File: src/source/mix_pkg.sv
// shared types and constants; the input sample period must be at least OSR * TICK_DIV clocks
package mix_pkg;

	// FM sample as delivered by the synthesis core, two's complement
	typedef logic signed [8:0] fm_sample_t;

	// generator sample after zero extension of the 12-bit unsigned value
	typedef logic signed [12:0] gen_sample_t;

	// per-channel sum of FM and the attenuated generator
	// 9-bit FM plus a 7-bit positive generator term never exceeds 14 bits
	typedef logic signed [13:0] mix_t;

	// final stereo output word
	typedef logic signed [15:0] out_sample_t;

	// interpolation ratio, which is also the number of phases per input sample
	localparam int OSR = 4;

	// width of the phase index, log2 of OSR
	localparam int PHASE_W = 2;

	// clocks between two interpolation phases
	localparam int TICK_DIV = 8;

	// the interpolated generator is shifted right by this much before it is mixed in
	// so that a full scale square wave stays below the FM range
	localparam int GEN_SHIFT = 5;

	// width of the volume field, applied as a left shift of 0 to 7
	localparam int VOL_W = 3;

	// Wishbone word addresses of the register slave
	localparam logic [1:0] ADDR_VOLUME = 2'd0;
	localparam logic [1:0] ADDR_CTRL   = 2'd1;
	localparam logic [1:0] ADDR_STATUS = 2'd2;

endpackage

File: src/source/mix_regs.sv
// Wishbone classic slave with one-cycle ack; any write to STATUS clears the sticky clip flag
`timescale 1ns/1ns

module mix_regs (
	input  logic                      clk,
	input  logic                      arst_n,
	input  logic                      cyc,
	input  logic                      stb,
	input  logic                      we,
	input  logic [1:0]                adr,
	input  logic [7:0]                dat_w,
	input  logic                      clip_left,
	input  logic                      clip_right,
	output logic [7:0]                dat_r,
	output logic                      ack,
	output logic [mix_pkg::VOL_W-1:0] volume,
	output logic                      gen_en
);
	import mix_pkg::*;

	logic       hs;
	logic       clip_flag;
	logic [7:0] rd_data;

	// a request is accepted only while ack is low, which limits ack to a single cycle
	assign hs = cyc & stb & ~ack;

	// read mux, unused bits and the unmapped address return zero
	always_comb begin
		rd_data = '0;
		case (adr)
			ADDR_VOLUME: rd_data[VOL_W-1:0] = volume;
			ADDR_CTRL:   rd_data[0] = gen_en;
			ADDR_STATUS: rd_data[0] = clip_flag;
			default:     rd_data = '0;
		endcase
	end

	always_ff @(posedge clk or negedge arst_n) begin
		if (!arst_n) begin
			ack       <= 1'b0;
			dat_r     <= '0;
			volume    <= '0;
			gen_en    <= 1'b0;
			clip_flag <= 1'b0;
		end else begin
			ack <= hs;
			// read data lands in the same cycle as ack
			if (hs) begin
				dat_r <= rd_data;
			end
			if (hs && we) begin
				case (adr)
					ADDR_VOLUME: volume <= dat_w[VOL_W-1:0];
					ADDR_CTRL:   gen_en <= dat_w[0];
					ADDR_STATUS: clip_flag <= 1'b0;
					default:     ;
				endcase
			end
			// a new clip in the clearing cycle wins so no event is lost
			if (clip_left || clip_right) begin
				clip_flag <= 1'b1;
			end
		end
	end

endmodule

File: src/source/tick_timer.sv
// phase tick generator; free running between restarts, ticks during idle are ignored downstream
`timescale 1ns/1ns

module tick_timer (
	input  logic clk,
	input  logic arst_n,
	input  logic restart,
	output logic tick
);
	import mix_pkg::*;

	logic [$clog2(TICK_DIV)-1:0] cnt;

	// the restart cycle is itself a tick, so phase 0 lines up with the load
	assign tick = restart || (cnt == '0);

	always_ff @(posedge clk or negedge arst_n) begin
		if (!arst_n) begin
			cnt <= '0;
		end else if (restart) begin
			// count from one so the next zero falls TICK_DIV clocks after the restart
			cnt <= 1;
		end else if (cnt == TICK_DIV - 1) begin
			cnt <= '0;
		end else begin
			cnt <= cnt + 1'b1;
		end
	end

endmodule

File: src/source/interp_ctrl.sv
// phase sequencer; a strobe in any state restarts at phase 0 and drops the old phases
`timescale 1ns/1ns

module interp_ctrl (
	input  logic                        clk,
	input  logic                        arst_n,
	input  logic                        sample,
	input  logic                        tick,
	output logic                        restart,
	output logic                        load,
	output logic                        step,
	output logic [mix_pkg::PHASE_W-1:0] step_phase
);
	import mix_pkg::*;

	// run covers phases 0 to OSR-2, last waits for the final phase
	typedef enum logic [1:0] {
		ST_IDLE,
		ST_RUN,
		ST_LAST
	} state_t;

	state_t             state;
	logic [PHASE_W-1:0] phase;

	// step follows the tick in the same cycle, the interpolator registers on it
	assign step       = tick && (state != ST_IDLE);
	assign step_phase = phase;

	always_ff @(posedge clk or negedge arst_n) begin
		if (!arst_n) begin
			state   <= ST_IDLE;
			phase   <= '0;
			load    <= 1'b0;
			restart <= 1'b0;
		end else begin
			// load and restart both come one cycle after the strobe
			load    <= sample;
			restart <= sample;
			if (sample) begin
				state <= ST_RUN;
				phase <= '0;
			end else if (step) begin
				case (state)
					ST_RUN: begin
						phase <= phase + 1'b1;
						if (phase == PHASE_W'(OSR - 2)) begin
							state <= ST_LAST;
						end
					end
					ST_LAST: begin
						phase <= '0;
						state <= ST_IDLE;
					end
					default: state <= ST_IDLE;
				endcase
			end
		end
	end

endmodule

File: src/source/lin_interp.sv
// linear x4 interpolator for one channel; output is floored toward minus infinity per phase
`timescale 1ns/1ns

module lin_interp #(
	parameter type sample_t = mix_pkg::fm_sample_t
) (
	input  logic                        clk,
	input  logic                        arst_n,
	input  logic                        sample,
	input  sample_t                     in_data,
	input  logic                        load,
	input  logic                        step,
	input  logic [mix_pkg::PHASE_W-1:0] step_phase,
	output sample_t                     out_data
);
	import mix_pkg::*;

	// the weighted sum is four times a value between prev and current
	// so two extra bits hold it without overflow
	typedef logic signed [$bits(sample_t)+1:0] wide_t;

	sample_t cap;
	sample_t prev;
	sample_t cur;
	sample_t prev_eff;
	sample_t cur_eff;
	wide_t   acc;

	// phase 0 steps in the load cycle, so the pair is taken as it will be after the load
	always_comb begin
		prev_eff = load ? cur : prev;
		cur_eff  = load ? cap : cur;
		// prev*(OSR-phase) + cur*phase equals OSR*prev + (cur-prev)*phase
		acc = wide_t'(prev_eff) * wide_t'(OSR - step_phase)
			+ wide_t'(cur_eff) * wide_t'(step_phase);
	end

	// sample capture and the interpolated result carry no reset
	always_ff @(posedge clk) begin
		if (sample) begin
			cap <= in_data;
		end
		// OSR*prev is a multiple of OSR, so the arithmetic shift floors only the slope term
		if (step) begin
			out_data <= sample_t'(acc >>> PHASE_W);
		end
	end

	// the endpoints start at zero so the first sample ramps up from silence
	always_ff @(posedge clk or negedge arst_n) begin
		if (!arst_n) begin
			prev <= '0;
			cur  <= '0;
		end else if (load) begin
			prev <= cur;
			cur  <= cap;
		end
	end

endmodule

File: src/source/gain_stage.sv
// per-channel mix, volume shift and 16-bit saturation; clip is a pulse with the clipped word
`timescale 1ns/1ns

module gain_stage (
	input  logic                      clk,
	input  logic                      arst_n,
	input  logic                      valid_in,
	input  mix_pkg::fm_sample_t       fm,
	input  mix_pkg::gen_sample_t      gen,
	input  logic [mix_pkg::VOL_W-1:0] volume,
	output mix_pkg::out_sample_t      out_data,
	output logic                      out_valid,
	output logic                      clip
);
	import mix_pkg::*;

	// room for the largest volume shift of the mixed value
	typedef logic signed [$bits(mix_t)+(2**VOL_W)-2:0] wide_t;

	mix_t        mix;
	wide_t       amp;
	logic        over;
	out_sample_t sat;

	always_comb begin
		// the generator term is always positive after the arithmetic shift
		mix = mix_t'(fm) + mix_t'(gen >>> GEN_SHIFT);
		amp = wide_t'(mix) <<< volume;
		// the value fits when every bit above the output sign matches it
		over = !((&amp[$bits(wide_t)-1:$bits(out_sample_t)-1])
			|| !(|amp[$bits(wide_t)-1:$bits(out_sample_t)-1]));
		if (!over) begin
			sat = out_sample_t'(amp);
		end else if (amp[$bits(wide_t)-1]) begin
			sat = {1'b1, {($bits(out_sample_t)-1){1'b0}}};
		end else begin
			sat = {1'b0, {($bits(out_sample_t)-1){1'b1}}};
		end
	end

	// the output word only changes with a valid sample
	always_ff @(posedge clk) begin
		if (valid_in) begin
			out_data <= sat;
		end
	end

	always_ff @(posedge clk or negedge arst_n) begin
		if (!arst_n) begin
			out_valid <= 1'b0;
			clip      <= 1'b0;
		end else begin
			out_valid <= valid_in;
			clip      <= valid_in && over;
		end
	end

endmodule

File: src/source/audio_mixer.sv
// FM output stage top; no back-pressure, each input sample yields four outputs 8 clocks apart
`timescale 1ns/1ns

module audio_mixer (
	input  logic                 clk,
	input  logic                 arst_n,
	input  logic                 cyc,
	input  logic                 stb,
	input  logic                 we,
	input  logic [1:0]           adr,
	input  logic [7:0]           dat_w,
	output logic [7:0]           dat_r,
	output logic                 ack,
	input  logic                 sample,
	input  mix_pkg::fm_sample_t  left_in,
	input  mix_pkg::fm_sample_t  right_in,
	input  logic [11:0]          gen_in,
	output mix_pkg::out_sample_t left_out,
	output mix_pkg::out_sample_t right_out,
	output logic                 out_valid
);
	import mix_pkg::*;

	logic [VOL_W-1:0]   volume;
	logic               gen_en;
	logic               clip_left;
	logic               clip_right;
	logic               restart;
	logic               tick;
	logic               load;
	logic               step;
	logic               step_d;
	logic [PHASE_W-1:0] step_phase;
	gen_sample_t        gen_gated;
	fm_sample_t         fm_left;
	fm_sample_t         fm_right;
	gen_sample_t        gen_interp;

	// the enable gates the generator before interpolation so it fades out over one sample
	// the cast zero-extends the unsigned generator value into the signed type
	assign gen_gated = gen_sample_t'(gen_in & {12{gen_en}});

	// the interpolated values are valid one cycle after step
	always_ff @(posedge clk or negedge arst_n) begin
		if (!arst_n) begin
			step_d <= 1'b0;
		end else begin
			step_d <= step;
		end
	end

	mix_regs u_regs (
		.clk(clk), .arst_n(arst_n), .cyc(cyc), .stb(stb), .we(we), .adr(adr),
		.dat_w(dat_w), .clip_left(clip_left), .clip_right(clip_right),
		.dat_r(dat_r), .ack(ack), .volume(volume), .gen_en(gen_en)
	);

	tick_timer u_timer (.clk(clk), .arst_n(arst_n), .restart(restart), .tick(tick));

	interp_ctrl u_ctrl (
		.clk(clk), .arst_n(arst_n), .sample(sample), .tick(tick),
		.restart(restart), .load(load), .step(step), .step_phase(step_phase)
	);

	lin_interp #(.sample_t(fm_sample_t)) u_interp_left (
		.clk(clk), .arst_n(arst_n), .sample(sample), .in_data(left_in),
		.load(load), .step(step), .step_phase(step_phase), .out_data(fm_left)
	);

	lin_interp #(.sample_t(fm_sample_t)) u_interp_right (
		.clk(clk), .arst_n(arst_n), .sample(sample), .in_data(right_in),
		.load(load), .step(step), .step_phase(step_phase), .out_data(fm_right)
	);

	lin_interp #(.sample_t(gen_sample_t)) u_interp_gen (
		.clk(clk), .arst_n(arst_n), .sample(sample), .in_data(gen_gated),
		.load(load), .step(step), .step_phase(step_phase), .out_data(gen_interp)
	);

	// both channels share one valid, so the left stage drives out_valid
	gain_stage u_gain_left (
		.clk(clk), .arst_n(arst_n), .valid_in(step_d), .fm(fm_left), .gen(gen_interp),
		.volume(volume), .out_data(left_out), .out_valid(out_valid), .clip(clip_left)
	);

	gain_stage u_gain_right (
		.clk(clk), .arst_n(arst_n), .valid_in(step_d), .fm(fm_right), .gen(gen_interp),
		.volume(volume), .out_data(right_out), .out_valid(), .clip(clip_right)
	);

endmodule

File: config.mk
export PLATFORM = sky130hd
export DESIGN_NAME = audio_mixer
export DESIGN_NICKNAME = d
export VERILOG_FILES = /design/src/source/mix_pkg.sv /design/src/source/mix_regs.sv /design/src/source/tick_timer.sv /design/src/source/interp_ctrl.sv /design/src/source/lin_interp.sv /design/src/source/gain_stage.sv /design/src/source/audio_mixer.sv
export SDC_FILE = /design/constraint.sdc
export NUM_CORES = 1
export LEC_CHECK = 0
export BUFFER_PORTS_ARGS = -buffer_cell sky130_fd_sc_hd__buf_2
export CORE_MARGIN = 10
export CORE_UTILIZATION = 55
export DETAILED_ROUTE_END_ITERATION = 8
export PLACE_DENSITY = 0.78
export SLEW_MARGIN = 40
export SYNTH_ARGS = -nofsm -noshare
export SYNTH_HDL_FRONTEND = slang
export SYNTH_SLANG_ARGS = --single-unit
File: constraint.sdc
create_clock -name clk -period 10.3 [get_ports clk]
set_input_delay 2.06 -clock clk [delete_from_list [all_inputs] [get_ports clk]]
set_output_delay 2.06 -clock clk [all_outputs]
set_load 0.01 [all_outputs]
Yosys cells after proc, flatten, opt, wreduce, memory -nomap -nowiden:

Index checks and enable logic that the tools add are counted.

* bits in registers: 177
* input bits: 46
* output and inout port bits: 42

* $add $sub $neg: 8
* multiply operators: 6
* equality and inequality tests: 7
* shift operators: 2
* mux-type cells: 24
* bitwise gates (word level): 4
* reduce and logical (&&, ||, !) cells: 28

Operators with widths (number)
* $mux 16: 4
* $sshl 10x3->21: 2
* $mux 9: 4
* $mux 13: 2
* $add 11x11->11: 2
* $mul 9x3->11: 2
* $mul 9x4->11: 2
* $add 9x8->10: 2
* $add 15x15->15: 1
* $mul 13x3->15: 1
* $mul 13x4->15: 1
* $mux 2: 7
* $and 12x12->12: 1
* $reduce_and 6->1: 2
* $reduce_or 6->1: 2
* $reduce_and 2->1: 5
* $reduce_bool 2->1: 4
* $eq 2x2->1 const B: 3
* $mux 3: 2
* $eq 2x1->1 const B: 2
* $logic_and 1x1->1: 4
* $logic_not 1->1: 4
* $logic_or 1x1->1: 4
* $pmux 2 s2: 1
* other kinds (12): 15

Logic depth before layout (Yosys ltp):

Gate-level depths: netlist (run 1).

* depth after elaboration: 7
* gate-level depth with buffers: 22
* mapped depth without buffers: 18

Modules after synthesis:

Synthesis (run 1) repeated with hierarchy kept, for this count alone.

* cell total of the unflattened synthesis: 1302
* area, all modules: 13714.4 sq um

By module, submodules not included
* lin_interp at u_interp_left ...: instances 2, cells an instance 248, area each 2743.9 sq um
* lin_interp at u_interp_gen: instances 1, cells an instance 359, area each 3986.3 sq um
* gain_stage: instances 2, cells an instance 179, area each 1630.3 sq um
* mix_regs: instances 1, cells an instance 38, area each 455.4 sq um
* interp_ctrl: instances 1, cells an instance 23, area each 247.7 sq um
* tick_timer: instances 1, cells an instance 13, area each 151.4 sq um
* audio_mixer: instances 1, cells an instance 15, area each 125.1 sq um

Worst setup path before layout (run 1):

No wires, ideal clock.

* path type: register to register
* start: reg u_ctrl.phase[0] (netlist: u_ctrl.step_phase[0])
* end: reg u_interp_gen.out_data[12] (netlist bit) (data pin)
* library setup time: 260 ps
* arrival: 5353 ps
* required time: 10040 ps
* setup slack: 4687 ps
* cell stages (with the launch flop): 23
* buffers on the path: 4
* path through: dfrtp_1 buf_1 inv_2 clkbuf_1 ha_1 inv_1 clkbuf_1 clkbuf_1 nor2_1 ha_1 fa_1 fa_1 inv_1 fa_1 inv_1 ha_1 a21oi_1 o21ai_0 a41oi_1 a21oi_1 a211oi_1 o21bai_1 xnor2_1

* word-level cells in the longest chain between the ends: 3
* elaborated cells on any way between the ends: 4

RTL lines
* from (decl): RTL line interp_ctrl.sv:24 `logic [PHASE_W-1:0] phase;`
* from (signal assigned): RTL line interp_ctrl.sv:46 `phase <= phase + 1'b1;`
* $sub 3x2->4: RTL line lin_interp.sv:34 `acc = wide_t'(prev_eff) * wide_t'(OSR - step_phase)`
* $mul 13x4->15: RTL line lin_interp.sv:34
* $add 15x15->15 *: RTL line lin_interp.sv:35 `+ wide_t'(cur_eff) * wide_t'(step_phase);`
* named net u_interp_gen.acc[14]: RTL line lin_interp.sv:27 `wide_t acc;`
* to (signal assigned): RTL line lin_interp.sv:45 `out_data <= sample_t'(acc >>> PHASE_W);`
* to (decl): RTL line lin_interp.sv:14 `output sample_t out_data`

The timed path passes the listed nets; every way through them passes the cells marked *.
A chain may end at the register's enable or synchronous reset.

Worst setup path after layout (run 1):

* start: reg u_ctrl.phase[1] (netlist: u_ctrl.step_phase[1])
* end: reg u_interp_gen.out_data[12] (netlist bit) (data pin)

Same word-level chain as after synthesis.

==> impl_results.md, run 1 <==
* Relative slew slack at a little over two fifths
* Clock slew at reported path FFs at roughly 0.070 ns
* Drt initial violations at around 570
* Die area at approximately 0.030 sq mm
* CTS tree: built
* Mux cell area share after synthesis at about 6.6%
* Drt total wl at 25900 um
* Largest net degree at the start of global routing at around 60
* Worst hold path class: reg2reg
* DIE WIDTH at 173 um
* Global-route wire length before repair at 44100 um
* Met2 wire length at 12400 um
* ANT nets after route at 0
* Cts bufs inserted at 17
* Layout cells sized above 1 at around an eighth
* CP top delay family: adder cells
* Post-placement setup slack at around 3.8 ns
* Final hold vios at 0
* Gate Count Post-Synth at ~1200
* CP arrival at approximately 6.8 ns
* Row cnt at 56
* CP Data Required Time at 10.47 ns
* Die Span Y at approximately 170 um
* Post-cts sizing count at 0
* H-tree depth at 4
* Dpl hpwl at around 19000 um
* Fmax at ~150 MHz
* Post-synthesis async set-or-reset flop share at approximately half
* RSZ-0062 raised after global routing: false
* CTS Buffer Depth at 2
* Delay of the slowest cell on the worst path at between 0.7 and 0.8 ns
* Largest family of logic cells by synthesized area: adder cells
* M1 WL at between 10000 and 15000 um
* Sink Count at ~170
* Share of the yosys chip area belonging to registers at between 30% and 40%
* GPL Wtd Cong at around 0.89
* Primary FF master, synth: edfxtp_1
* Initial antenna violation count at 0
* EDFF count, synth at 88
* WS Path Type: reg2reg
* Final worst slack at 3.70 ns
* Max-cap violations at 0
* WL/cell at approximately 16 um
* Worst setup SP type: flop
* Count of cell types in the netlist at 84
* Post-Synth XOR/XNOR Area at approximately 3.5%
* Post-synthesis register bit count at between 150 and 200
* Fin nets at 1553
* Clk_lat worst skew at between 0.4 and 0.5 ns
* GRT Total Usage at approximately 18%
* Largest fanout on the critical path at 27
* Cell Chain, Critical Path: clkinv_1 > buf_4 > ha_1 > inv_1 > nor2_1 > ha_1 > fa_1 > inv_1 > fa_1 > inv_1 > fa_1 > ha_1 > a21oi_1 > o32ai_1 > a41oi_1 > a21oi_1 > a211oi_1 > o21bai_1 > xnor2_1
* Post-Synth Adder-Cell Area at between 20 and 25%
* Met3 Wirelength at approximately 1100 um
* Initial core utilization at between 50% and 60%
* Placeable Area at 0.0233 sq mm
* Total grt overflow at 0
* DRC violations left at 0
* Max VDD drop at ~0.15 mV
* Setup_tns at 0 ns
* Cell area after layout at about 0.014 sq mm
* CTS Hold Bufs at 0
* Vias per cell at between 5 and 6
* Setup violations, final at 0
* Placed Area at ~0.014 sq mm
* Fin. max-slew vios at 0
* Buf/Inv on CP at 5
* Top-Level Pins at 88
* Port-buffer cells at 77
* Worst Skew at 0.00870 ns
* Tmin final at approximately 6.6 ns
* Top layer in use: met4
* Critical Path Sink Type: flop
* Synthesized area at around 0.013 sq mm
* Antenna diodes at 0
* Detailed Routing Iterations Pass 1 at 6
* Yosys Warn Count at 0
* Post-synthesis simple-gate area fraction at roughly an eighth
* Syn Area/Cell at 10.4 sq um
* Vias in the first global route at between 8000 and 9000
* Crit share post-route at 64.1%
* CP max-delay cell: inv_1
* Root buf cell: clkbuf_16
* Cell Pwr Density at 305 mW/mm^2
* Compound-cell area share of the yosys netlist at 10.1%
* Pleak at 6.85 nW
* Worst Max-Slew Pin Slew at between 0.8 and 0.9 ns
* Via Count at a little under 9000
* Status: finished clean
* Area grow syn2layout at 9.96%
* Post-CTS Setup Bufs at 0
## area by class of cell
cell class                 instances  area [sq um]
multi-input combinational        846          7320
clock buffer                      21           483
tap                              319           399
clock inverter                    11           110
timing repair buffer              89           494
inverter                         178           668
sequential                       171          4720
fill                            1923          9060
## stage by stage
step	power (mW)	util [%]	hold slack, ns	instances
5_1_grt	4.75	61.0	0.455	1635
6_report	4.34	61.0	0.437	1635
3_5_place_dp	3.68	58.4	0.424	1602
4_1_cts	4.35	60.9	0.439	1634
3_3_place_gp	3.60	58.4	0.428	1602
2_1_floorplan	3.11	-	0.413	1242
## power by group
part / leakage [nW] / total [mW] / switching [mW] / internal, mW
Clock: 0.276 / 0.646 / 0.282 / 0.365
Sequential: 1.89 / 1.09 / 0.0847 / 1.01
Combinational: 4.68 / 2.60 / 1.51 / 1.09
Total: 6.85 / 4.34 / 1.88 / 2.46
## registers in the layout, summed over array words and instances (netlist names), 2 cells and up
signal / count
u_gain_left.out_data: 16
u_gain_right.out_data: 16
u_interp_gen.cur: 13
u_interp_gen.prev: 13
u_interp_gen.cap: 12
u_interp_left.cap: 9
u_interp_left.cur: 9
u_interp_left.out_data: 9
u_interp_left.prev: 9
u_interp_right.cap: 9
u_interp_right.cur: 9
u_interp_right.out_data: 9
u_interp_right.prev: 9
u_interp_gen.out_data: 8
u_regs.dat_r: 3
u_regs.volume: 3
u_timer.cnt: 3
u_ctrl.state: 2
u_ctrl.step_phase: 2
## cell usage after synthesis (8+ instances only)
cell type	instances	area share, %
nand2_1	61	1.8
o211ai_1	11	0.64
o21ai_0	25	0.97
and2_1	40	1.9
nor2b_1	25	1.2
ha_1	122	12
a21oi_1	42	1.6
a21o_1	13	0.76
nor2_1	140	4.1
o21ai_1	8	0.31
fa_1	82	13
o21a_1	9	0.52
xnor2_1	36	2.4
dfrtp_1	83	16
clkbuf_1	24	0.70
mux2i_1	58	4.5
nand3_1	15	0.58
xor2_1	12	0.81
mux2_2	21	1.8
inv_1	173	5.0
edfxtp_1	88	20
buf_2	12	0.47
## metal layers
layer / vias to the layer above / track usage, %
met4: 0 / 4.71
met3: 28 / 3.20
met5: - / 0
met2: 190 / 28.8
met1: 4212 / 23.7
li1: 4296 / -
## final timing paths
check | startpoint | to | slack [ns] | depth (start not counted)
min in group asynchronous | arst_n | u_interp_gen.cur[1] | 1.52 | 1
setup / recovery | u_ctrl.step_phase[1] | u_interp_gen.out_data[12] | 3.70 | 19
hold reg to reg | u_gain_right.clip | u_regs.clip_flag | 0.44 | 1
hold / removal | u_gain_right.clip | u_regs.clip_flag | 0.44 | 1
setup reg to reg | u_ctrl.step_phase[1] | u_interp_gen.out_data[12] | 3.70 | 19
max in group asynchronous | arst_n | u_timer.cnt[1] | 7.91 | 2
## kinds of logic (layout without fill, tap and decap cells)
kind of cell | count (synthesis) | count (layout)
DFF | 171 | 171
muxes | 81 | 81
other | 1 | 5
xor gates and xnor gates | 50 | 50
and+or+nand+nor | 321 | 321
buffers and inverters | 225 | 299
AOI/OAI and AO/OA | 185 | 185
adders and majority gates | 204 | 204
## cells in the final DEF, fill, tap and decap left out, drive strengths merged, types with 25 or more instances in the layout
cell type	instances
o21ai	35
ha	122
nor2b	25
nand2	61
fa	82
mux2i	58
inv	177
and2	41
edfxtp	88
buf	89
nor2	140
a21oi	44
dfrtp	83
xnor2	37
(Power assumes the default switching activity.)
==> inputs of run 2 (changes only) <==
clock period = 6.5 ns   (was 10.3 ns; I/O delays follow)
==> run 2 against run 1 <==
Compared with the run above:
- wire length is 0.98% lower
- utilization about the same
- combinational power grew 60%
- cell count stayed put
- clock power is 66% higher
- clock skew barely moved
- worst setup slack worse by 2.7 ns
- total power grew 60%
- design area about the same
- global-route usage is 0.35 points lower
- sequential cell count stayed put
- hold slack gained 0.0091 ns
- critical path type unchanged
==> impl_results.md, run 2 (synthesis results as in run 1) <==
* Critical Path Sink Type: flop
* Placeable Area at 0.0233 sq mm (unchanged)
* Switching power at 3.01 mW (+60%)
* Setup_tns at 0 ns (unchanged)
* Global routing's busiest layer: met2
* Relative slew slack at 51.1% (+7.4 points)
* Die Span Y at 173 um (unchanged)
* Detailed Routing Iterations Pass 1 at 5 (-1)
* CP Data Required Time at 6.67 ns (-3.80 ns)
* WS Path Type: reg2reg
* Top-Level Pins at 88 (unchanged)
* Area grow syn2layout at 10.0% (about the same)
* Status: finished clean
* Tmin final at 5.49 ns (-1.12 ns)
* Commonest non-fill, non-tap cell in the layout: inv_1
* GPL Wtd Cong at 0.881 (-0.55%)
* Sw Share at 43.3% (about the same)
* DRC violations left at 0 (unchanged)
* Sink Count at 171 (unchanged)
* GRT Total Usage at 17.3% (-0.35 points)
* Clock share of power at 15.4% (+0.5 points)
* Largest net degree at the start of global routing at 84 (+38%)
* Dpl hpwl at 19100 um (-0.37%)
* Placed cells at 1603 (+0.062%)
* Combinational Power Share at 59.7% (-0.2 points)
* Max-cap violations at 0 (unchanged)
* Vias per cell at 5.36 (+0.50%)
* Fin cells at 1635 (unchanged)
* Via Count at 8770 (+0.50%)
* CP arrival at 5.66 ns (-1.11 ns)
* CTS tree: built
* Die area at 0.0300 sq mm (unchanged)
* Clock slew at reported path FFs at 0.07 ns (about the same)
* Worst Skew at 0.00838 ns (-0.000313 ns)
* Fin. max-slew vios at 0 (unchanged)
* CTS Buffer Depth at 2 (unchanged)
* Overall power at 6.95 mW (+60%)
* Fin nets at 1553 (unchanged)
* Post-CTS Setup Bufs at 0 (unchanged)
* Initial antenna violation count at 0 (unchanged)
* Int Power at 3.94 mW (+60%)
* Clk_lat worst skew at 0.44 ns (about the same)
* Cts bufs inserted at 17 (unchanged)
* CP max-delay cell: dfrtp_4
* Share of power burned in registers at 24.9% (-0.3 points)
* Antenna diodes at 0 (unchanged)
* Layout cells sized above 1 at 12.9% (+0.15 points)
* Setup violations, final at 0 (unchanged)
* ANT nets after route at 0 (unchanged)
* Port-buffer cells at 77 (unchanged)
* CTS Hold Bufs at 0 (unchanged)
* Initial core utilization at 55.5% (unchanged)
* WL/cell at 15.7 um (-0.98%)
* Crit share post-route at 84.4% (+20 points)
* Total grt overflow at 0 (unchanged)
* Worst setup SP type: flop
* Cell Pwr Density at 489 mW/mm^2 (+60%)
* Cell Chain, Critical Path: mux2i_1 > nor2_1 > ha_1 > fa_1 > inv_1 > fa_1 > inv_1 > fa_1 > ha_1 > a21oi_1 > o32ai_1 > a41oi_1 > a21oi_1 > a211oi_1 > o21bai_1 > xnor2_1
* Biggest regs: u_gain_left.out_data (16), u_gain_right.out_data (16)
* Fmax at 182 MHz (+20%)
* Max VDD drop at 0.242 mV (+57%)
* Commonest cells after routing, fill and taps aside: inv_1 (173), nor2_1 (139), ha_1 (122)
* Met2 Use GR at 28.6% (-0.13 points)
* DIE WIDTH at 173 um (unchanged)
* Met1 usage at 22.6% (-1.1 points)
* Fin Hold WS at 0.446 ns (+0.00913 ns)
* Drt initial violations at 546 (-4.4%)
* Met3 Use GR at 3.20% (unchanged)
* Most frequent CP cell: fa_1
* Largest fanout on the critical path at 40 (+48%)
* Row cnt at 56 (unchanged)
* Drt total wl at 25700 um (-0.98%)
* Pleak at 6.87 nW (+0.38%)
* Final hold vios at 0 (unchanged)
* Post-cts sizing count at 0 (unchanged)
* Vias in the first global route at 8897 (+2.1%)
* H-tree depth at 4 (unchanged)
* Global-route wire length before repair at 43100 um (-2.1%)
* Worst hold path class: reg2reg
* RSZ-0062 raised after global routing: false
* Delay of the slowest cell on the worst path at 0.84 ns (+0.13 ns)
* Worst Max-Slew Pin Slew at 0.730 ns (-0.113 ns)
* Root buf cell: clkbuf_16
==> run 2: routing by layer <==
| metal | wire length [um] | vias to the layer above |
|---|---|---|
| met5 | 0 | - |
| met4 | 442 | 0 |
| met3 | 1280 | 33 |
| met2 | 12200 | 201 |
| met1 | 11700 | 4247 |
| li1 | - | 4289 |
==> run 2: final timing paths <==
| kind | startpoint | endpoint | slack (ns) | depth (start not counted) |
|---|---|---|---|---|
| max | u_ctrl.restart | u_interp_gen.out_data[12] | 1.01 | 16 |
| min | u_gain_left.clip | u_regs.clip_flag | 0.45 | 1 |
| max reg2reg | u_ctrl.restart | u_interp_gen.out_data[12] | 1.01 | 16 |
| min reg2reg | u_gain_left.clip | u_regs.clip_flag | 0.45 | 1 |
| max in group asynchronous | arst_n | u_ctrl.restart | 5.06 | 1 |
| min in group asynchronous | arst_n | u_interp_gen.cur[0] | 0.88 | 1 |
==> run 2: worst max-delay path: cells and delay by family (launching register included) <==
kind / cells / cell delay (ns)
adder cells (fa/ha/maj): 5 / 2.11
AO/OA/AOI/OAI: 6 / 1.38
flip-flops: 1 / 0.84
multiplexers: 1 / 0.49
XOR/XNOR: 1 / 0.17
buffers and inverters: 2 / 0.11
AND/OR/NAND/NOR: 1 / 0.09
==> run 2: area by class of cell <==
cell class                      instances  area, sq um
Fill cell                            1916         9050
Clock buffer                           18          429
Inverter                              178          668
Timing Repair Buffer                   89          487
Clock inverter                         14          183
Sequential cell                       171         4720
Multi-Input combinational cell        846         7320
Tap cell                              319          399
==> run 2: per-stage QoR <==
step	setup WS, ns	cell area [sq um]	util [%]
after floorplan	0.887	12900	-
after CTS	1.01	14200	61.1
after global placement	1.09	13600	58.4
final	1.01	14200	61.1
after global routing	0.675	14200	61.1
after detailed placement	1.02	13600	58.4
==> run 2: power by group through the flow <==
stage	Combinational (mW)	Clock (mW)	Sequential (mW)
CTS	4.15	1.08	1.74
global route	4.69	1.13	1.76
floorplan	3.16	0	1.78
finish	4.15	1.07	1.73
global placement	3.99	0	1.74
detailed placement	4.10	0	1.76
==> inputs of run 3 (changes only) <==
clock period = 5.4 ns   (was 6.5 ns; I/O delays follow)
==> run 3 against run 2 <==
Compared with the run above:
- non-clock buffer count grew 14
- sequential share of layout area shrank 0.16 points
- first-iteration DRC count shrank 32%
- hold slack gained 0.0025 ns
- critical path depth grew 2
- combinational power grew 20%
- clock power grew 11%
- fmax grew 8.7%
- register-to-register slack lost 0.66 ns
- via count shrank 0.36%
==> impl_results.md, run 3 (synthesis results as in run 1) <==
* Met2 Use GR at 28.2% (-0.41 points)
* Initial antenna violation count at 0 (unchanged)
* Cell area after layout at 0.0143 sq mm (+0.48%)
* Max VDD drop at 0.276 mV (+14%)
* Fin Hold WS at 0.449 ns (+0.00245 ns)
* CTS tree: built
* RSZ-0062 raised after global routing: false
* Global-route wire length before repair at 43900 um (+1.8%)
* Relative slew slack at 50.9% (-0.15 points)
* Cell Pwr Density at 577 mW/mm^2 (+18%)
* Post-cts sizing count at 0 (unchanged)
* Crit share post-route at 93.5% (+9.1 points)
* Met1 usage at 23.7% (+1.1 points)
* ANT nets after route at 0 (unchanged)
* Largest fanout on the critical path at 9 (-78%)
* Initial core utilization at 55.5% (unchanged)
* Die area at 0.0300 sq mm (unchanged)
* Fillers at 1898 (-0.94%)
* Vias per cell at 5.30 (-1.2%)
* Cts bufs inserted at 17 (unchanged)
* GRT Total Usage at 17.5% (+0.27 points)
* Dpl hpwl at 19400 um (+1.5%)
* Cell Chain, Critical Path: clkinv_1 > ha_1 > inv_1 > nor2_1 > ha_1 > fa_1 > inv_1 > fa_1 > inv_1 > fa_1 > ha_1 > a21oi_1 > o32ai_1 > a41oi_1 > a21oi_1 > a211oi_1 > o21bai_1 > xnor2_1
* WL/cell at 15.6 um (-0.61%)
* Area grow syn2layout at 10.6%
* GPL Wtd Cong at 0.890 (+1.1%)
* Biggest regs: u_gain_left.out_data (16), u_gain_right.out_data (16)
* Setup_tns at 0 ns (unchanged)
* Commonest non-fill, non-tap cell in the layout: inv_1
* Buf/Inv on CP at 4 (+2)
* Setup violations, final at 0 (unchanged)
* Detailed Routing Iterations Pass 1 at 6 (+1)
* WS Path Type: reg2reg
* Fmax at 198 MHz (+8.7%)
* H-tree depth at 4 (unchanged)
* Worst Skew at 0.0117 ns (+0.00333 ns)
* Port-buffer cells at 77 (unchanged)
* Clock slew at reported path FFs at 0.07 ns (about the same)
* CTS Hold Bufs at 0 (unchanged)
* CP arrival at 5.22 ns (-0.44 ns)
* Drt total wl at 25700 um (+0.24%)
* Clk_lat worst skew at 0.43 ns (about the same)
* Global routing's busiest layer: met2
* Fin nets at 1567 (+0.90%)
* Largest net degree at the start of global routing at 63 (-25%)
* Worst Max-Slew Pin Slew at 0.732 ns (+0.00217 ns)
* DRC violations left at 0 (unchanged)
* Pleak at 6.91 nW (+0.53%)
* Commonest cells after routing, fill and taps aside: inv_1 (173), nor2_1 (139), ha_1 (122)
* Placed Area at 0.0137 sq mm (+0.84%)
* Max-cap violations at 0 (unchanged)
* CP Data Required Time at 5.57 ns (-1.10 ns)
* CP max-delay cell: fa_1
* Met3 Use GR at 3.01% (-0.20 points)
* Delay of the slowest cell on the worst path at 0.53 ns (-0.31 ns)
* Layout cells sized above 1 at 13.7% (+0.77 points)
* DIE WIDTH at 173 um (unchanged)
* Row cnt at 56 (unchanged)
* Overall power at 8.24 mW (+19%)
* Antenna diodes at 0 (unchanged)
* Total grt overflow at 0 (unchanged)
* Drt initial violations at 371 (-32%)
* Post-CTS Setup Bufs at 0 (unchanged)
* CTS Buffer Depth at 2 (unchanged)
* Worst setup SP type: flop
* Placeable Area at 0.0233 sq mm (unchanged)
* Worst hold path class: reg2reg
* Via Count at 8738 (-0.36%)
* Tmin final at 5.05 ns (-0.439 ns)
* CP top delay family: adder cells
* Fin. max-slew vios at 0 (unchanged)
* Top-Level Pins at 88 (unchanged)
* Sink Count at 171 (unchanged)
* Critical Path Sink Type: flop
* Status: finished clean
* Vias in the first global route at 8740 (-1.8%)
* Die Span Y at 173 um (unchanged)
* Final hold vios at 0 (unchanged)
* Root buf cell: clkbuf_16
## run 3: power by group
part | total, mW | leakage (nW) | internal, mW | switching (mW)
Sequential | 2.08 | 1.89 | 1.92 | 0.152
Combinational | 4.97 | 4.75 | 2.10 | 2.87
Clock | 1.19 | 0.271 | 0.646 | 0.546
## run 3: final timing paths
kind	from	end	slack, ns	depth (start not counted)
max	u_ctrl.step_phase[1]	u_interp_gen.out_data[12]	0.35	18
min	u_gain_left.clip	u_regs.clip_flag	0.45	1
max reg2reg	u_ctrl.step_phase[1]	u_interp_gen.out_data[12]	0.35	18
min reg2reg	u_gain_left.clip	u_regs.clip_flag	0.45	1
max in group asynchronous	arst_n	u_interp_right.prev[3]	4.00	2
min in group asynchronous	arst_n	u_interp_gen.cur[2]	0.53	1
## run 3: routing by layer
metal	wire length, um	vias to the layer above
li1	-	4308
met1	12100	4229
met2	12200	174
met3	977	27
met4	481	0
met5	0	-
## run 3: final cells by class
type / instances / area (sq um) / area share, %
clock inverter: 14 / 136 / 0.955
inverter: 178 / 668 / 4.68
sequential: 171 / 4720 / 33.1
clock buffer: 18 / 429 / 3.01
multi-input combinational: 846 / 7320 / 51.3
timing repair buffer: 103 / 602 / 4.21
tap: 319 / 399 / 2.80
## run 3: through the flow
step / cells / setup WS (ns) / utilization, %
CTS: 1649 / 0.348 / 61.4
detailed placement: 1617 / 0.378 / 58.9
global route: 1649 / 0.0820 / 61.4
global placement: 1617 / 0.445 / 58.9
floorplan: 1242 / 0.0635 / -
finish: 1649 / 0.353 / 61.4
## run 3: worst reg2reg max path, stage by stage (launching register included)
cell and delay (ns):
dfrtp_1 0.36, clkinv_1 0.10, ha_1 0.30, inv_1 0.30, nor2_1 0.10, ha_1 0.29, fa_1 0.48, inv_1 0.05
fa_1 0.53, inv_1 0.05, fa_1 0.48, ha_1 0.32, a21oi_1 0.17, o32ai_1 0.12, a41oi_1 0.30, a21oi_1 0.16
a211oi_1 0.42, o21bai_1 0.14, xnor2_1 0.14
